===== src/logic/apb_pkg.sv =====
// ####################################################################
// APB request/response structs and register map
// ####################################################################
package apb_pkg;

	// host side, no pready since every access is zero wait
	typedef struct packed {
		logic        psel;
		logic        penable;
		logic        pwrite;
		logic [3:0]  paddr;
		logic [31:0] pwdata;
	} apb_req_t;

	typedef struct packed {
		logic [31:0] prdata;
		logic        pslverr;
	} apb_rsp_t;

	// byte addresses of the register block
	typedef enum logic [3:0] {
		REG_CTRL   = 4'h0,
		REG_MAX    = 4'h4,
		REG_STATUS = 4'h8
	} apb_reg_e;

endpackage


===== src/logic/ctrl_pkg.sv =====
// ####################################################################
// sequencer definitions: context word layout, opcodes, layer states,
// iteration record and memory port structs
// ####################################################################
package ctrl_pkg;

	localparam int CNT_W       = 4;
	localparam int ROW_W       = 3;
	localparam int BANK_W      = 2;
	localparam int LDM_ADDR_W  = 8;
	localparam int WRAM_ADDR_W = 12;
	localparam int BRAM_ADDR_W = 8;
	localparam int CRAM_ADDR_W = 6;

	typedef enum logic [1:0] {
		OP_MAC     = 2'd0,
		OP_MAXPOOL = 2'd1,
		OP_ADD     = 2'd2,
		OP_RELU    = 2'd3
	} ctx_op_e;

	typedef enum logic [1:0] {
		ST_IDLE     = 2'd0,
		ST_LOAD_CTX = 2'd1,
		ST_CTX_WAIT = 2'd2,
		ST_EXEC     = 2'd3
	} layer_state_e;

	// one layer, msb first
	typedef struct packed {
		logic [1:0]             rsvd;
		logic [CNT_W-1:0]       n_max;
		logic [ROW_W-1:0]       y_max;
		logic [CNT_W-1:0]       k_max;
		logic [CNT_W-1:0]       j_max;
		ctx_op_e                op;
		// 0 is stride 1, 1 is stride 2
		logic                   stride;
		logic [BANK_W-1:0]      src_bank;
		logic [BANK_W-1:0]      dst_bank;
		logic [LDM_ADDR_W-1:0]  st_addr;
	} ctx_word_t;

	typedef struct packed {
		logic             valid;
		logic [CNT_W-1:0] n;
		logic [ROW_W-1:0] y;
		logic [CNT_W-1:0] k;
		logic [CNT_W-1:0] j;
		logic             k_last;
		logic             j_last;
		logic             y_last;
	} iter_t;

	typedef struct packed {
		logic                   en;
		logic [CRAM_ADDR_W-1:0] addr;
	} cram_rd_t;

	typedef struct packed {
		logic                   en;
		logic [WRAM_ADDR_W-1:0] addr;
	} wram_rd_t;

	typedef struct packed {
		logic                   en;
		logic [BRAM_ADDR_W-1:0] addr;
	} bram_rd_t;

	typedef struct packed {
		logic [BANK_W-1:0]     bank;
		logic [LDM_ADDR_W-1:0] row;
	} ldm_addr_t;

	typedef struct packed {
		logic      en;
		ldm_addr_t addr_a;
		ldm_addr_t addr_b;
	} ldm_rd_t;

	typedef struct packed {
		logic [BANK_W-1:0]     dst_bank;
		logic [LDM_ADDR_W-1:0] st_addr;
	} ldm_store_t;

	typedef struct packed {
		logic    en;
		ctx_op_e op;
		logic    stride;
	} pe_ctl_t;

endpackage

===== src/logic/cgra_ctrl_top.sv =====
// ####################################################################
// convolution array layer sequencer top level
// ####################################################################
`timescale 1ns/1ps

module cgra_ctrl_top #(
	parameter int DRAIN_CYCLES = 3
) (
	input  logic                 CLK,
	input  logic                 RST,
	input  apb_pkg::apb_req_t    apb_req,
	output apb_pkg::apb_rsp_t    apb_rsp,
	output ctrl_pkg::cram_rd_t   cram_rd,
	input  ctrl_pkg::ctx_word_t  ctx_in,
	output ctrl_pkg::pe_ctl_t    pe_ctl,
	output ctrl_pkg::wram_rd_t   wram_rd,
	output ctrl_pkg::bram_rd_t   bram_rd,
	output ctrl_pkg::ldm_rd_t    ldm_rd,
	output ctrl_pkg::ldm_store_t ldm_store,
	output logic                 layer_done,
	output logic                 complete
);
	import ctrl_pkg::*;

	logic                   start;
	logic                   busy;
	logic                   exec;
	logic [CRAM_ADDR_W-1:0] max_addr;
	ctx_word_t              ctx;
	iter_t                  iter;

	apb_regs u_apb_regs (
		.CLK      (CLK),
		.RST      (RST),
		.apb_req  (apb_req),
		.apb_rsp  (apb_rsp),
		.busy     (busy),
		.complete (complete),
		.start    (start),
		.max_addr (max_addr)
	);

	layer_fsm #(
		.DRAIN_CYCLES (DRAIN_CYCLES)
	) u_layer_fsm (
		.CLK        (CLK),
		.RST        (RST),
		.start      (start),
		.max_addr   (max_addr),
		.layer_done (layer_done),
		.ctx_in     (ctx_in),
		.cram_rd    (cram_rd),
		.ctx        (ctx),
		.exec       (exec),
		.busy       (busy),
		.complete   (complete)
	);

	loop_counter #(
		.DRAIN_CYCLES (DRAIN_CYCLES)
	) u_loop_counter (
		.CLK        (CLK),
		.RST        (RST),
		.exec       (exec),
		.ctx        (ctx),
		.iter       (iter),
		.layer_done (layer_done)
	);

	// not busy means idle, so bases restart with every run
	weight_bias_addr u_weight_bias_addr (
		.CLK       (CLK),
		.RST       (RST),
		.run_clear (~busy),
		.iter      (iter),
		.ctx       (ctx),
		.wram_rd   (wram_rd),
		.bram_rd   (bram_rd)
	);

	ldm_addr_gen u_ldm_addr_gen (
		.CLK       (CLK),
		.RST       (RST),
		.iter      (iter),
		.ctx       (ctx),
		.ldm_rd    (ldm_rd),
		.ldm_store (ldm_store),
		.pe_ctl    (pe_ctl)
	);

endmodule


===== src/logic/ldm_addr_gen.sv =====
// ####################################################################
// LDM read addresses, store target and PE control per iteration
// ####################################################################
`timescale 1ns/1ps

module ldm_addr_gen (
	input  logic                 CLK,
	input  logic                 RST,
	input  ctrl_pkg::iter_t      iter,
	input  ctrl_pkg::ctx_word_t  ctx,
	output ctrl_pkg::ldm_rd_t    ldm_rd,
	output ctrl_pkg::ldm_store_t ldm_store,
	output ctrl_pkg::pe_ctl_t    pe_ctl
);
	import ctrl_pkg::*;

	logic                  is_mac;
	logic [LDM_ADDR_W-1:0] k_step;
	logic [LDM_ADDR_W-1:0] mac_row;
	logic [LDM_ADDR_W-1:0] sweep_cnt;
	logic [LDM_ADDR_W-1:0] row;

	assign is_mac = (ctx.op == OP_MAC);

	// y<<stride is y*(1+stride) for a one bit stride
	assign k_step  = (LDM_ADDR_W'(ctx.y_max) + 1'b1) << ctx.stride;
	assign mac_row = (LDM_ADDR_W'(iter.y) << ctx.stride) + LDM_ADDR_W'(iter.k) * k_step;
	assign row     = is_mac ? mac_row : sweep_cnt;

	// finished j sweeps, restarts with every layer
	always_ff @(posedge CLK or negedge RST) begin
		if (!RST) begin
			sweep_cnt <= '0;
		end else if (!iter.valid) begin
			sweep_cnt <= '0;
		end else if (iter.j_last) begin
			sweep_cnt <= sweep_cnt + 1'b1;
		end
	end

	always_ff @(posedge CLK or negedge RST) begin
		if (!RST) begin
			ldm_rd    <= '0;
			ldm_store <= '0;
			pe_ctl    <= '0;
		end else begin
			ldm_rd.en          <= iter.valid;
			ldm_rd.addr_a.bank <= ctx.src_bank;
			ldm_rd.addr_a.row  <= row;
			ldm_rd.addr_b.bank <= ctx.src_bank;
			ldm_rd.addr_b.row  <= row + 1'b1;
			ldm_store.dst_bank <= ctx.dst_bank;
			ldm_store.st_addr  <= ctx.st_addr;
			pe_ctl.en          <= iter.valid;
			pe_ctl.op          <= ctx.op;
			pe_ctl.stride      <= ctx.stride;
		end
	end

endmodule


===== src/logic/weight_bias_addr.sv =====
// ####################################################################
// weight and bias read addresses for MAC layers
// ####################################################################
`timescale 1ns/1ps

module weight_bias_addr (
	input  logic                CLK,
	input  logic                RST,
	input  logic                run_clear,
	input  ctrl_pkg::iter_t     iter,
	input  ctrl_pkg::ctx_word_t ctx,
	output ctrl_pkg::wram_rd_t  wram_rd,
	output ctrl_pkg::bram_rd_t  bram_rd
);
	import ctrl_pkg::*;

	logic                   is_mac;
	logic                   layer_end;
	logic [WRAM_ADDR_W-1:0] j_len;
	logic [WRAM_ADDR_W-1:0] k_len;
	logic [WRAM_ADDR_W-1:0] kj_size;
	logic [WRAM_ADDR_W-1:0] layer_size;
	logic [WRAM_ADDR_W-1:0] w_offs;
	logic [WRAM_ADDR_W-1:0] w_base;
	logic [BRAM_ADDR_W-1:0] b_base;

	assign is_mac = (ctx.op == OP_MAC);

	// one kernel is (k_max+1)(j_max+1) weights, one layer has n_max+1 kernels
	assign j_len      = WRAM_ADDR_W'(ctx.j_max) + 1'b1;
	assign k_len      = WRAM_ADDR_W'(ctx.k_max) + 1'b1;
	assign kj_size    = k_len * j_len;
	assign layer_size = (WRAM_ADDR_W'(ctx.n_max) + 1'b1) * kj_size;
	assign w_offs     = WRAM_ADDR_W'(iter.n) * kj_size + WRAM_ADDR_W'(iter.k) * j_len
		+ WRAM_ADDR_W'(iter.j);

	assign layer_end = iter.valid & is_mac & (iter.n == ctx.n_max) & iter.y_last
		& iter.k_last & iter.j_last;

	// bases carry over from one MAC layer to the next within a run
	always_ff @(posedge CLK or negedge RST) begin
		if (!RST) begin
			w_base <= '0;
			b_base <= '0;
		end else if (run_clear) begin
			w_base <= '0;
			b_base <= '0;
		end else if (layer_end) begin
			w_base <= w_base + layer_size;
			b_base <= b_base + BRAM_ADDR_W'(ctx.n_max) + 1'b1;
		end
	end

	always_ff @(posedge CLK or negedge RST) begin
		if (!RST) begin
			wram_rd <= '0;
			bram_rd <= '0;
		end else begin
			wram_rd.en   <= iter.valid & is_mac;
			wram_rd.addr <= w_base + w_offs;
			// bias only once per output value
			bram_rd.en   <= iter.valid & is_mac & iter.k_last & iter.j_last;
			bram_rd.addr <= b_base + BRAM_ADDR_W'(iter.n);
		end
	end

endmodule


===== src/logic/loop_counter.sv =====
// ####################################################################
// nested n/y/k/j iteration counters and drain timer
// ####################################################################
`timescale 1ns/1ps

module loop_counter #(
	parameter int DRAIN_CYCLES = 3
) (
	input  logic                CLK,
	input  logic                RST,
	input  logic                exec,
	input  ctrl_pkg::ctx_word_t ctx,
	output ctrl_pkg::iter_t     iter,
	output logic                layer_done
);
	import ctrl_pkg::*;

	localparam int DRAIN_W = (DRAIN_CYCLES > 1) ? $clog2(DRAIN_CYCLES) : 1;

	logic [CNT_W-1:0]   n_cnt;
	logic [ROW_W-1:0]   y_cnt;
	logic [CNT_W-1:0]   k_cnt;
	logic [CNT_W-1:0]   j_cnt;
	logic               draining;
	logic [DRAIN_W-1:0] drain_cnt;
	logic               issue;
	logic               n_last;
	logic               y_last;
	logic               k_last;
	logic               j_last;
	logic               last_iter;

	assign issue     = exec & ~draining;
	assign n_last    = (n_cnt == ctx.n_max);
	assign y_last    = (y_cnt == ctx.y_max);
	assign k_last    = (k_cnt == ctx.k_max);
	assign j_last    = (j_cnt == ctx.j_max);
	assign last_iter = issue & n_last & y_last & k_last & j_last;

	assign layer_done = draining & (drain_cnt == DRAIN_W'(DRAIN_CYCLES - 1));

	always_comb begin
		iter.valid  = issue;
		iter.n      = n_cnt;
		iter.y      = y_cnt;
		iter.k      = k_cnt;
		iter.j      = j_cnt;
		iter.k_last = k_last;
		iter.j_last = j_last;
		iter.y_last = y_last;
	end

	// j fastest, then k, y, n
	always_ff @(posedge CLK or negedge RST) begin
		if (!RST) begin
			n_cnt <= '0;
			y_cnt <= '0;
			k_cnt <= '0;
			j_cnt <= '0;
		end else if (!exec) begin
			n_cnt <= '0;
			y_cnt <= '0;
			k_cnt <= '0;
			j_cnt <= '0;
		end else if (issue) begin
			if (!j_last) begin
				j_cnt <= j_cnt + 1'b1;
			end else begin
				j_cnt <= '0;
				if (!k_last) begin
					k_cnt <= k_cnt + 1'b1;
				end else begin
					k_cnt <= '0;
					if (!y_last) begin
						y_cnt <= y_cnt + 1'b1;
					end else begin
						y_cnt <= '0;
						if (n_last) begin
							n_cnt <= '0;
						end else begin
							n_cnt <= n_cnt + 1'b1;
						end
					end
				end
			end
		end
	end

	// waits for the PE pipeline to empty after the final iteration
	always_ff @(posedge CLK or negedge RST) begin
		if (!RST) begin
			draining  <= 1'b0;
			drain_cnt <= '0;
		end else if (!exec || layer_done) begin
			draining  <= 1'b0;
			drain_cnt <= '0;
		end else if (last_iter) begin
			draining  <= 1'b1;
			drain_cnt <= '0;
		end else if (draining) begin
			drain_cnt <= drain_cnt + 1'b1;
		end
	end

	a_cnt_in_range: assert property (@(posedge CLK) disable iff (!RST)
		exec |-> (n_cnt <= ctx.n_max) && (y_cnt <= ctx.y_max) &&
			(k_cnt <= ctx.k_max) && (j_cnt <= ctx.j_max));

endmodule


===== src/logic/layer_fsm.sv =====
// ####################################################################
// layer sequencer FSM, context pointer and context capture
// ####################################################################
`timescale 1ns/1ps

module layer_fsm #(
	parameter int DRAIN_CYCLES = 3
) (
	input  logic                             CLK,
	input  logic                             RST,
	input  logic                             start,
	input  logic [ctrl_pkg::CRAM_ADDR_W-1:0] max_addr,
	input  logic                             layer_done,
	input  ctrl_pkg::ctx_word_t              ctx_in,
	output ctrl_pkg::cram_rd_t               cram_rd,
	output ctrl_pkg::ctx_word_t              ctx,
	output logic                             exec,
	output logic                             busy,
	output logic                             complete
);
	import ctrl_pkg::*;

	layer_state_e           state;
	layer_state_e           state_nxt;
	logic [CRAM_ADDR_W-1:0] ctx_ptr;
	logic [CRAM_ADDR_W-1:0] exec_addr;

	// pointer already moved past the context in flight
	assign exec_addr = ctx_ptr - 1'b1;
	assign complete  = (state == ST_EXEC) & layer_done & (exec_addr == max_addr);

	assign exec         = (state == ST_EXEC);
	assign busy         = (state != ST_IDLE);
	assign cram_rd.en   = (state == ST_LOAD_CTX);
	assign cram_rd.addr = ctx_ptr;

	always_comb begin
		state_nxt = state;
		case (state)
			ST_IDLE: begin
				if (start) begin
					state_nxt = ST_LOAD_CTX;
				end
			end
			ST_LOAD_CTX: begin
				state_nxt = ST_CTX_WAIT;
			end
			ST_CTX_WAIT: begin
				state_nxt = ST_EXEC;
			end
			ST_EXEC: begin
				if (complete) begin
					state_nxt = ST_IDLE;
				end else if (layer_done) begin
					state_nxt = ST_LOAD_CTX;
				end
			end
			default: begin
				state_nxt = ST_IDLE;
			end
		endcase
	end

	always_ff @(posedge CLK or negedge RST) begin
		if (!RST) begin
			state   <= ST_IDLE;
			ctx_ptr <= '0;
			ctx     <= '0;
		end else begin
			state <= state_nxt;
			if ((state == ST_IDLE) && start) begin
				ctx_ptr <= '0;
			end else if (state == ST_LOAD_CTX) begin
				ctx_ptr <= ctx_ptr + 1'b1;
			end
			// RAM data is valid one cycle after the enable
			if (state == ST_CTX_WAIT) begin
				ctx <= ctx_in;
			end
		end
	end

	a_done_in_exec: assert property (@(posedge CLK) disable iff (!RST)
		layer_done |-> (state == ST_EXEC));

	// even a single iteration layer runs the full drain before done
	a_min_exec_len: assert property (@(posedge CLK) disable iff (!RST)
		$rose(exec) |-> !layer_done [*DRAIN_CYCLES]);

endmodule


===== src/logic/apb_regs.sv =====
// ####################################################################
// APB register block: control, last context address, status
// ####################################################################
`timescale 1ns/1ps

module apb_regs (
	input  logic                             CLK,
	input  logic                             RST,
	input  apb_pkg::apb_req_t                apb_req,
	output apb_pkg::apb_rsp_t                apb_rsp,
	input  logic                             busy,
	input  logic                             complete,
	output logic                             start,
	output logic [ctrl_pkg::CRAM_ADDR_W-1:0] max_addr
);
	import apb_pkg::*;
	import ctrl_pkg::*;

	logic        access;
	logic        wr_access;
	logic        start_req;
	logic        start_refused;
	logic        addr_err;
	logic        done;
	logic [31:0] rd_data;

	// access phase completes in the same cycle
	assign access    = apb_req.psel & apb_req.penable;
	assign wr_access = access & apb_req.pwrite;

	assign start_req     = wr_access & (apb_req.paddr == REG_CTRL) & apb_req.pwdata[0];
	assign start         = start_req & ~busy;
	assign start_refused = start_req & busy;

	always_comb begin
		rd_data  = '0;
		addr_err = 1'b0;
		case (apb_req.paddr)
			REG_CTRL: begin
				// write only, reads as zero
				rd_data = '0;
			end
			REG_MAX: begin
				rd_data = 32'(max_addr);
			end
			REG_STATUS: begin
				rd_data = {30'd0, done, busy};
			end
			default: begin
				addr_err = 1'b1;
			end
		endcase
	end

	assign apb_rsp.prdata  = (access & ~apb_req.pwrite) ? rd_data : '0;
	assign apb_rsp.pslverr = access & (addr_err | start_refused);

	always_ff @(posedge CLK or negedge RST) begin
		if (!RST) begin
			max_addr <= '0;
		end else if (wr_access && (apb_req.paddr == REG_MAX)) begin
			max_addr <= apb_req.pwdata[CRAM_ADDR_W-1:0];
		end
	end

	// sticky done, a new run clears it
	always_ff @(posedge CLK or negedge RST) begin
		if (!RST) begin
			done <= 1'b0;
		end else if (start) begin
			done <= 1'b0;
		end else if (complete) begin
			done <= 1'b1;
		end
	end

	a_penable_needs_psel: assert property (@(posedge CLK) disable iff (!RST)
		$rose(apb_req.penable) |-> apb_req.psel);

endmodule


===== config.mk =====
export PLATFORM = sky130hd
export DESIGN_NAME = cgra_ctrl_top
export DESIGN_NICKNAME = d
export VERILOG_FILES = /design/src/logic/apb_pkg.sv /design/src/logic/ctrl_pkg.sv /design/src/logic/cgra_ctrl_top.sv /design/src/logic/ldm_addr_gen.sv /design/src/logic/weight_bias_addr.sv /design/src/logic/loop_counter.sv /design/src/logic/layer_fsm.sv /design/src/logic/apb_regs.sv
export SDC_FILE = /design/constraint.sdc
export NUM_CORES = 1
export LEC_CHECK = 0
export BUFFER_PORTS_ARGS = -buffer_cell sky130_fd_sc_hd__buf_2
export CORE_ASPECT_RATIO = 0.9
export CORE_MARGIN = 8
export CORE_UTILIZATION = 45
export CTS_BUF_LIST = sky130_fd_sc_hd__clkbuf_4
export DETAILED_ROUTE_END_ITERATION = 8
export PLACE_DENSITY_LB_ADDON = 0.08
export SKIP_LAST_GASP = 1
export SLEW_MARGIN = 20
export SYNTH_ARGS = -nofsm -noshare
export SYNTH_HDL_FRONTEND = slang
export SYNTH_SLANG_ARGS = --single-unit

===== constraint.sdc =====
create_clock -name CLK -period 19.2 [get_ports CLK]
set_input_delay 3.84 -clock CLK [delete_from_list [all_inputs] [get_ports CLK]]
set_output_delay 3.84 -clock CLK [all_outputs]
set_load 0.01 [all_outputs]

### After elaboration in Yosys (flattened, before gate mapping)

Cells that the tools add are included.
Widths: inputs -> output; s select.

* $mul: 5
* reductions and logical operators: 17
* add/subtract/negate cells: 21
* equality and inequality tests: 19
* shift operators: 2
* multiplexer cells: 41
* bitwise gates (word level): 27

Operators by type and width (number)
* $mux 4: 13
* $mux 8: 5
* $add 12x12->12: 3
* $add 8x1->8 const B: 3
* $mul 12x12->12: 2
* $mul 4x12->12: 2
* $mux 12: 2
* $and 1x1->1: 23
* $mux 6: 3
* $add 8x4->8: 2
* $add 4x1->5 const B: 3
* $mux 3: 5
* $add 12x4->12: 1
* $add 4x1->4 const B: 3
* $eq 4x4->1: 3
* $mux 2: 6
* $pmux 6 s2: 1
* $ne 2x2->1 const B: 5
* $add 8x8->8: 1
* $mul 4x8->8: 1
* $pmux 2 s4: 1
* $reduce_bool 2->1: 4
* $shl 3x1->8: 1
* $shl 8x1->8: 1
* 26 further kinds: 38

* register bits: 145
* word-level logic and storage cells: 166

### Depth between registers and ports, before layout

* depth in word-level cells: 9
* depth in mapped cells: 28
* depth with buffers taken out: 28

### By module

From an unflattened synthesis, not the netlist that was laid out.

* cells, all modules: 1217
* area, all modules: 12346.8 um2

Modules (own cells, without submodules)
* weight_bias_addr: area each 6453.7 um2, cells each 694, instances 1, seq. area each 1051.0 um2
* ldm_addr_gen: area each 2298.5 um2, cells each 207, instances 1, seq. area each 1001.0 um2
* layer_fsm: area each 1794.2 um2, cells each 132, instances 1, seq. area each 1001.0 um2
* loop_counter: area each 1201.2 um2, cells each 121, instances 1, seq. area each 450.4 um2
* apb_regs: area each 595.6 um2, cells each 62, instances 1, seq. area each 175.2 um2
* cgra_ctrl_top: area each 3.8 um2, cells each 1, instances 1, seq. area each 0.0 um2

### Worst setup path before layout

Ideal clock, no wire load.

* path type: input port to output port
* start point: in apb_req[38] in the netlist's numbering
* end point: out apb_rsp[0] in the netlist's numbering
* arrival time: 4.600 ns
* slack: 10.760 ns
* stages: 6
* cells stage by stage: nand2_1 nor3_1 nand4_1 nor2_1 a2111oi_0 nor2_1

RTL lines
* start: declaration: RTL line cgra_ctrl_top.sv:11 `input apb_pkg::apb_req_t apb_req,`
* end: declaration: RTL line cgra_ctrl_top.sv:12 `output apb_pkg::apb_rsp_t apb_rsp,`

==> flow_summary.ini <==
[status]
status = finished, final reports clean

[cts]
htree_levels = 4
clockRootBuffer = clkbuf_4
cts.path.max_buffers = 2
post_cts_buffers = 0
cts_tree = built
clk_pin_slew_ns = 0.13
cts-resized-gates = 0
cts_hold_buf = 0
clkSinkCount = 145
cts_made_buffers = 17
clkLatencyLatePin_ns = 0.59

[die]
die_area_sq_um = 32200
rows = 56
initial_core_util_pct = 46.0
core_area_sq_um = 26100
ios = 172
die_y_um = 171
fp.dieW_um = 188

[global_routing]
grt_pass1_wl_mm = 44.3
grt_pass1_vias = 8648
grt_overflow_total = 0
grt_max_degree = 87
track_usage_pct = 17.0
antenna_found_initial = 1

[placed_design]
port_buffers = 117
dp_cells = 1642
gp_routability_congestion = 0.811
hpwl_mm = 20.2

[worst_setup_path]
slowest_stage = nor3_1
reg2reg_slack_ns = 10.59
crit_type = input port to output pin
cp.required_ns = 15.36
cp_max_fo = 3
max_stage_delay_ns = 0.35
crit_path_cell_trace = buf_2, nor3_1, nand4_1, nor2_1, a2111oi_0, nor2_1, buf_2
crit_cells = 7
cp-start-kind = input port
cp-end-kind = output pin
worstPathBufferInverterCount = 2
r2r_cells = 26
cp_top_family = simple AND/OR/NAND/NOR gates
arrival_ns = 5.00

[synthesis]
syn_inst = 1217
yosysUniqueCellTypes = 58
synth_mux_area_share_pct = 3.68
ys_async_sr_fraction_pct = 100
synth_ff_type = dfrtp_1
syn_avg_cell_area_sq_um = 9.87
synth_edf_count = 0
synth-seq-cells = 145
synth_compound_area_share_pct = 6.40
synth_top_family_by_area = adder cells
yosys.area_share.simple_pct = 15.0
netlist_area_sq_um = 12000
synth_xor_area_share_pct = 8.19
synthAdderAreaFrac_pct = 28.6
ys_seq_area_share_pct = 30.2
synth-warning-count = 0

[worst_hold_path]
hold_depth = 0
hp-class = flip-flop to flip-flop

[final_layout]
nFillCells = 2478
area_growth_syn_to_layout_pct = 8.82
fin_nets = 1601
drive_above_1_share_pct = 14.9
fin_cells = 1675

[sta]
rsz0062_at_grt = no
final-hold-violation-count = 0
tns_ns = 0
tightest_slew_ns = 0.871
fmax_mhz = 113
min_period_ns = 8.84
clock_skew_ns = 0.0385
maxSlewViolCount = 0
relSlewSlack_pct = 42.0
finalSetupViolations = 0
finalCritPeriodShare_pct = 46.1

[pwr]
cellLeakagePower_uw = 0.00662
powerDensity_nw_per_um2 = 102
irDropWorstVdd_mv = 0.0459

[route]
first_pass_iters = 4
via_per_inst = 4.83
wl_per_cell_um = 15.6
post-route-drc-count = 0
vias = 8085
routed_wl_mm = 26.1
drtAntennaViolNets = 0
drt-initial-drc-count = 357

[job]
cap_violations = 0
## state kept, by name, indices dropped and copies added, names as in the netlist
signal,flops
u_loop_counter.k_cnt,4
u_ldm_addr_gen.sweep_cnt,8
u_ldm_addr_gen.ldm_rd,19
u_weight_bias_addr.bram_rd,9
u_layer_fsm.state,2
u_ldm_addr_gen.ldm_store,10
u_layer_fsm.ctx_ptr,6
u_apb_regs.done,1
u_loop_counter.drain_cnt,2
u_ldm_addr_gen.pe_ctl,3
u_loop_counter.y_cnt,3
u_loop_counter.draining,1
u_loop_counter.n_cnt,4
u_weight_bias_addr.wram_rd,13
u_weight_bias_addr.w_base,12
u_layer_fsm.ctx,30
u_weight_bias_addr.b_base,8
u_apb_regs.max_addr,6
u_loop_counter.j_cnt,4
## per-layer routing
metal	GRT usage, %	vias to the layer above	routed length (um)
li1	-	4027	-
met1	23.2	3910	12700
met2	27.0	143	11700
met3	4.86	5	1570
met4	3.08	0	117
met5	0	-	0
## kinds of logic (layout without fill, tap and decap cells)
| logic type | after synthesis | after routing |
|---|---|---|
| buf+inv | 218 | 302 |
| mux | 40 | 40 |
| compound gates | 122 | 122 |
| other cells | 1 | 27 |
| flops | 145 | 145 |
| simple gates | 367 | 367 |
| fa+ha+maj | 215 | 215 |
| xor+xnor | 109 | 109 |
## stage by stage
step | total power, uW | setup WS, ns | instance area, sq um | utilization, % | hold WS [ns]
floorplan | 959 | 10.76 | 12100 | - | 0.350
global placement | 1120 | 10.38 | 12800 | 48.9 | 0.352
detailed placement | 1130 | 10.33 | 12800 | 48.9 | 0.360
CTS | 1360 | 10.33 | 13100 | 50.0 | 0.389
global route | 1480 | 10.06 | 13100 | 50.0 | 0.399
finish | 1330 | 10.36 | 13100 | 50.0 | 0.386
## synth_stat cells (3+ instances only)
cell      instances  area share, %
inv_1           151            4.7
dfrtp_1         145             30
nand2_1         131            4.1
ha_1            116             12
fa_1             99             16
nor2_1           70            2.2
and2_1           64            3.3
xnor2_1          61            4.4
xor2_1           45            3.3
o21ai_0          40            1.7
mux2_2           33            3.1
clkbuf_1         32            1.0
a21oi_1          30            1.2
buf_4            29            1.8
nand3_1          25            1.0
nor2b_1          25            1.3
nand2b_1         13           0.68
a21o_1           10           0.62
nor3_1            9           0.37
mux2i_1           7           0.58
nand4_1           7           0.36
o21a_1            7           0.44
o31ai_1           7           0.44
and3_1            6           0.31
a22o_1            4           0.29
a31oi_1           4           0.21
buf_2             4           0.17
nor3b_1           4           0.25
o21ai_1           3           0.12
o21bai_1          3           0.19
## cell type report
class | instances | area (sq um) | share of cell area (%)
multi-input combinational | 879 | 7530 | 57.6
clock buffer | 17 | 128 | 0.976
sequential | 145 | 3630 | 27.8
clock inverter | 15 | 171 | 1.31
tap | 348 | 435 | 3.33
timing repair buffer | 119 | 607 | 4.64
antenna | 1 | 2.50 | 0.0191
inverter | 151 | 567 | 4.34
## final timing paths
check / startpoint / end
max in group asynchronous: RST / u_apb_regs.max_addr[0]
max: apb_req[33] / apb_rsp[0]
max reg2reg: u_layer_fsm.ctx[15] / u_weight_bias_addr.wram_rd[11]
min: u_layer_fsm.ctx[10] / u_ldm_addr_gen.ldm_rd[18]
min reg2reg: u_layer_fsm.ctx[10] / u_ldm_addr_gen.ldm_rd[18]
min in group asynchronous: RST / u_weight_bias_addr.w_base[11]
## report_power, final
group	internal, uW	switching, uW	leakage [uW]
clock network	81.1	135	0.000154
registers	351	56.0	0.00184
logic	308	398	0.00463
total	740	589	0.00662
## cell usage in the layout (no fill, tap or decap), drive strengths merged, types with 3 or more instances in the layout
master and n:
a21oi 30, clkinvlp 3, inv 158, a31oi 5, nor3 10, a22o 4
and2 65, buf 119, xnor2 62, nor2 70, dfrtp 145, mux2 33
and3 6, conb 26, nor3b 5, o21ai 44, mux2i 7, ha 116
clkinv 3, nand3 25, o21bai 3, nor2b 25, o31ai 7, nand2 131
xor2 46, clkbuf 17, o21a 7, fa 99, a21o 10, nand4 7
nand2b 13
(Power assumes the default switching activity.)
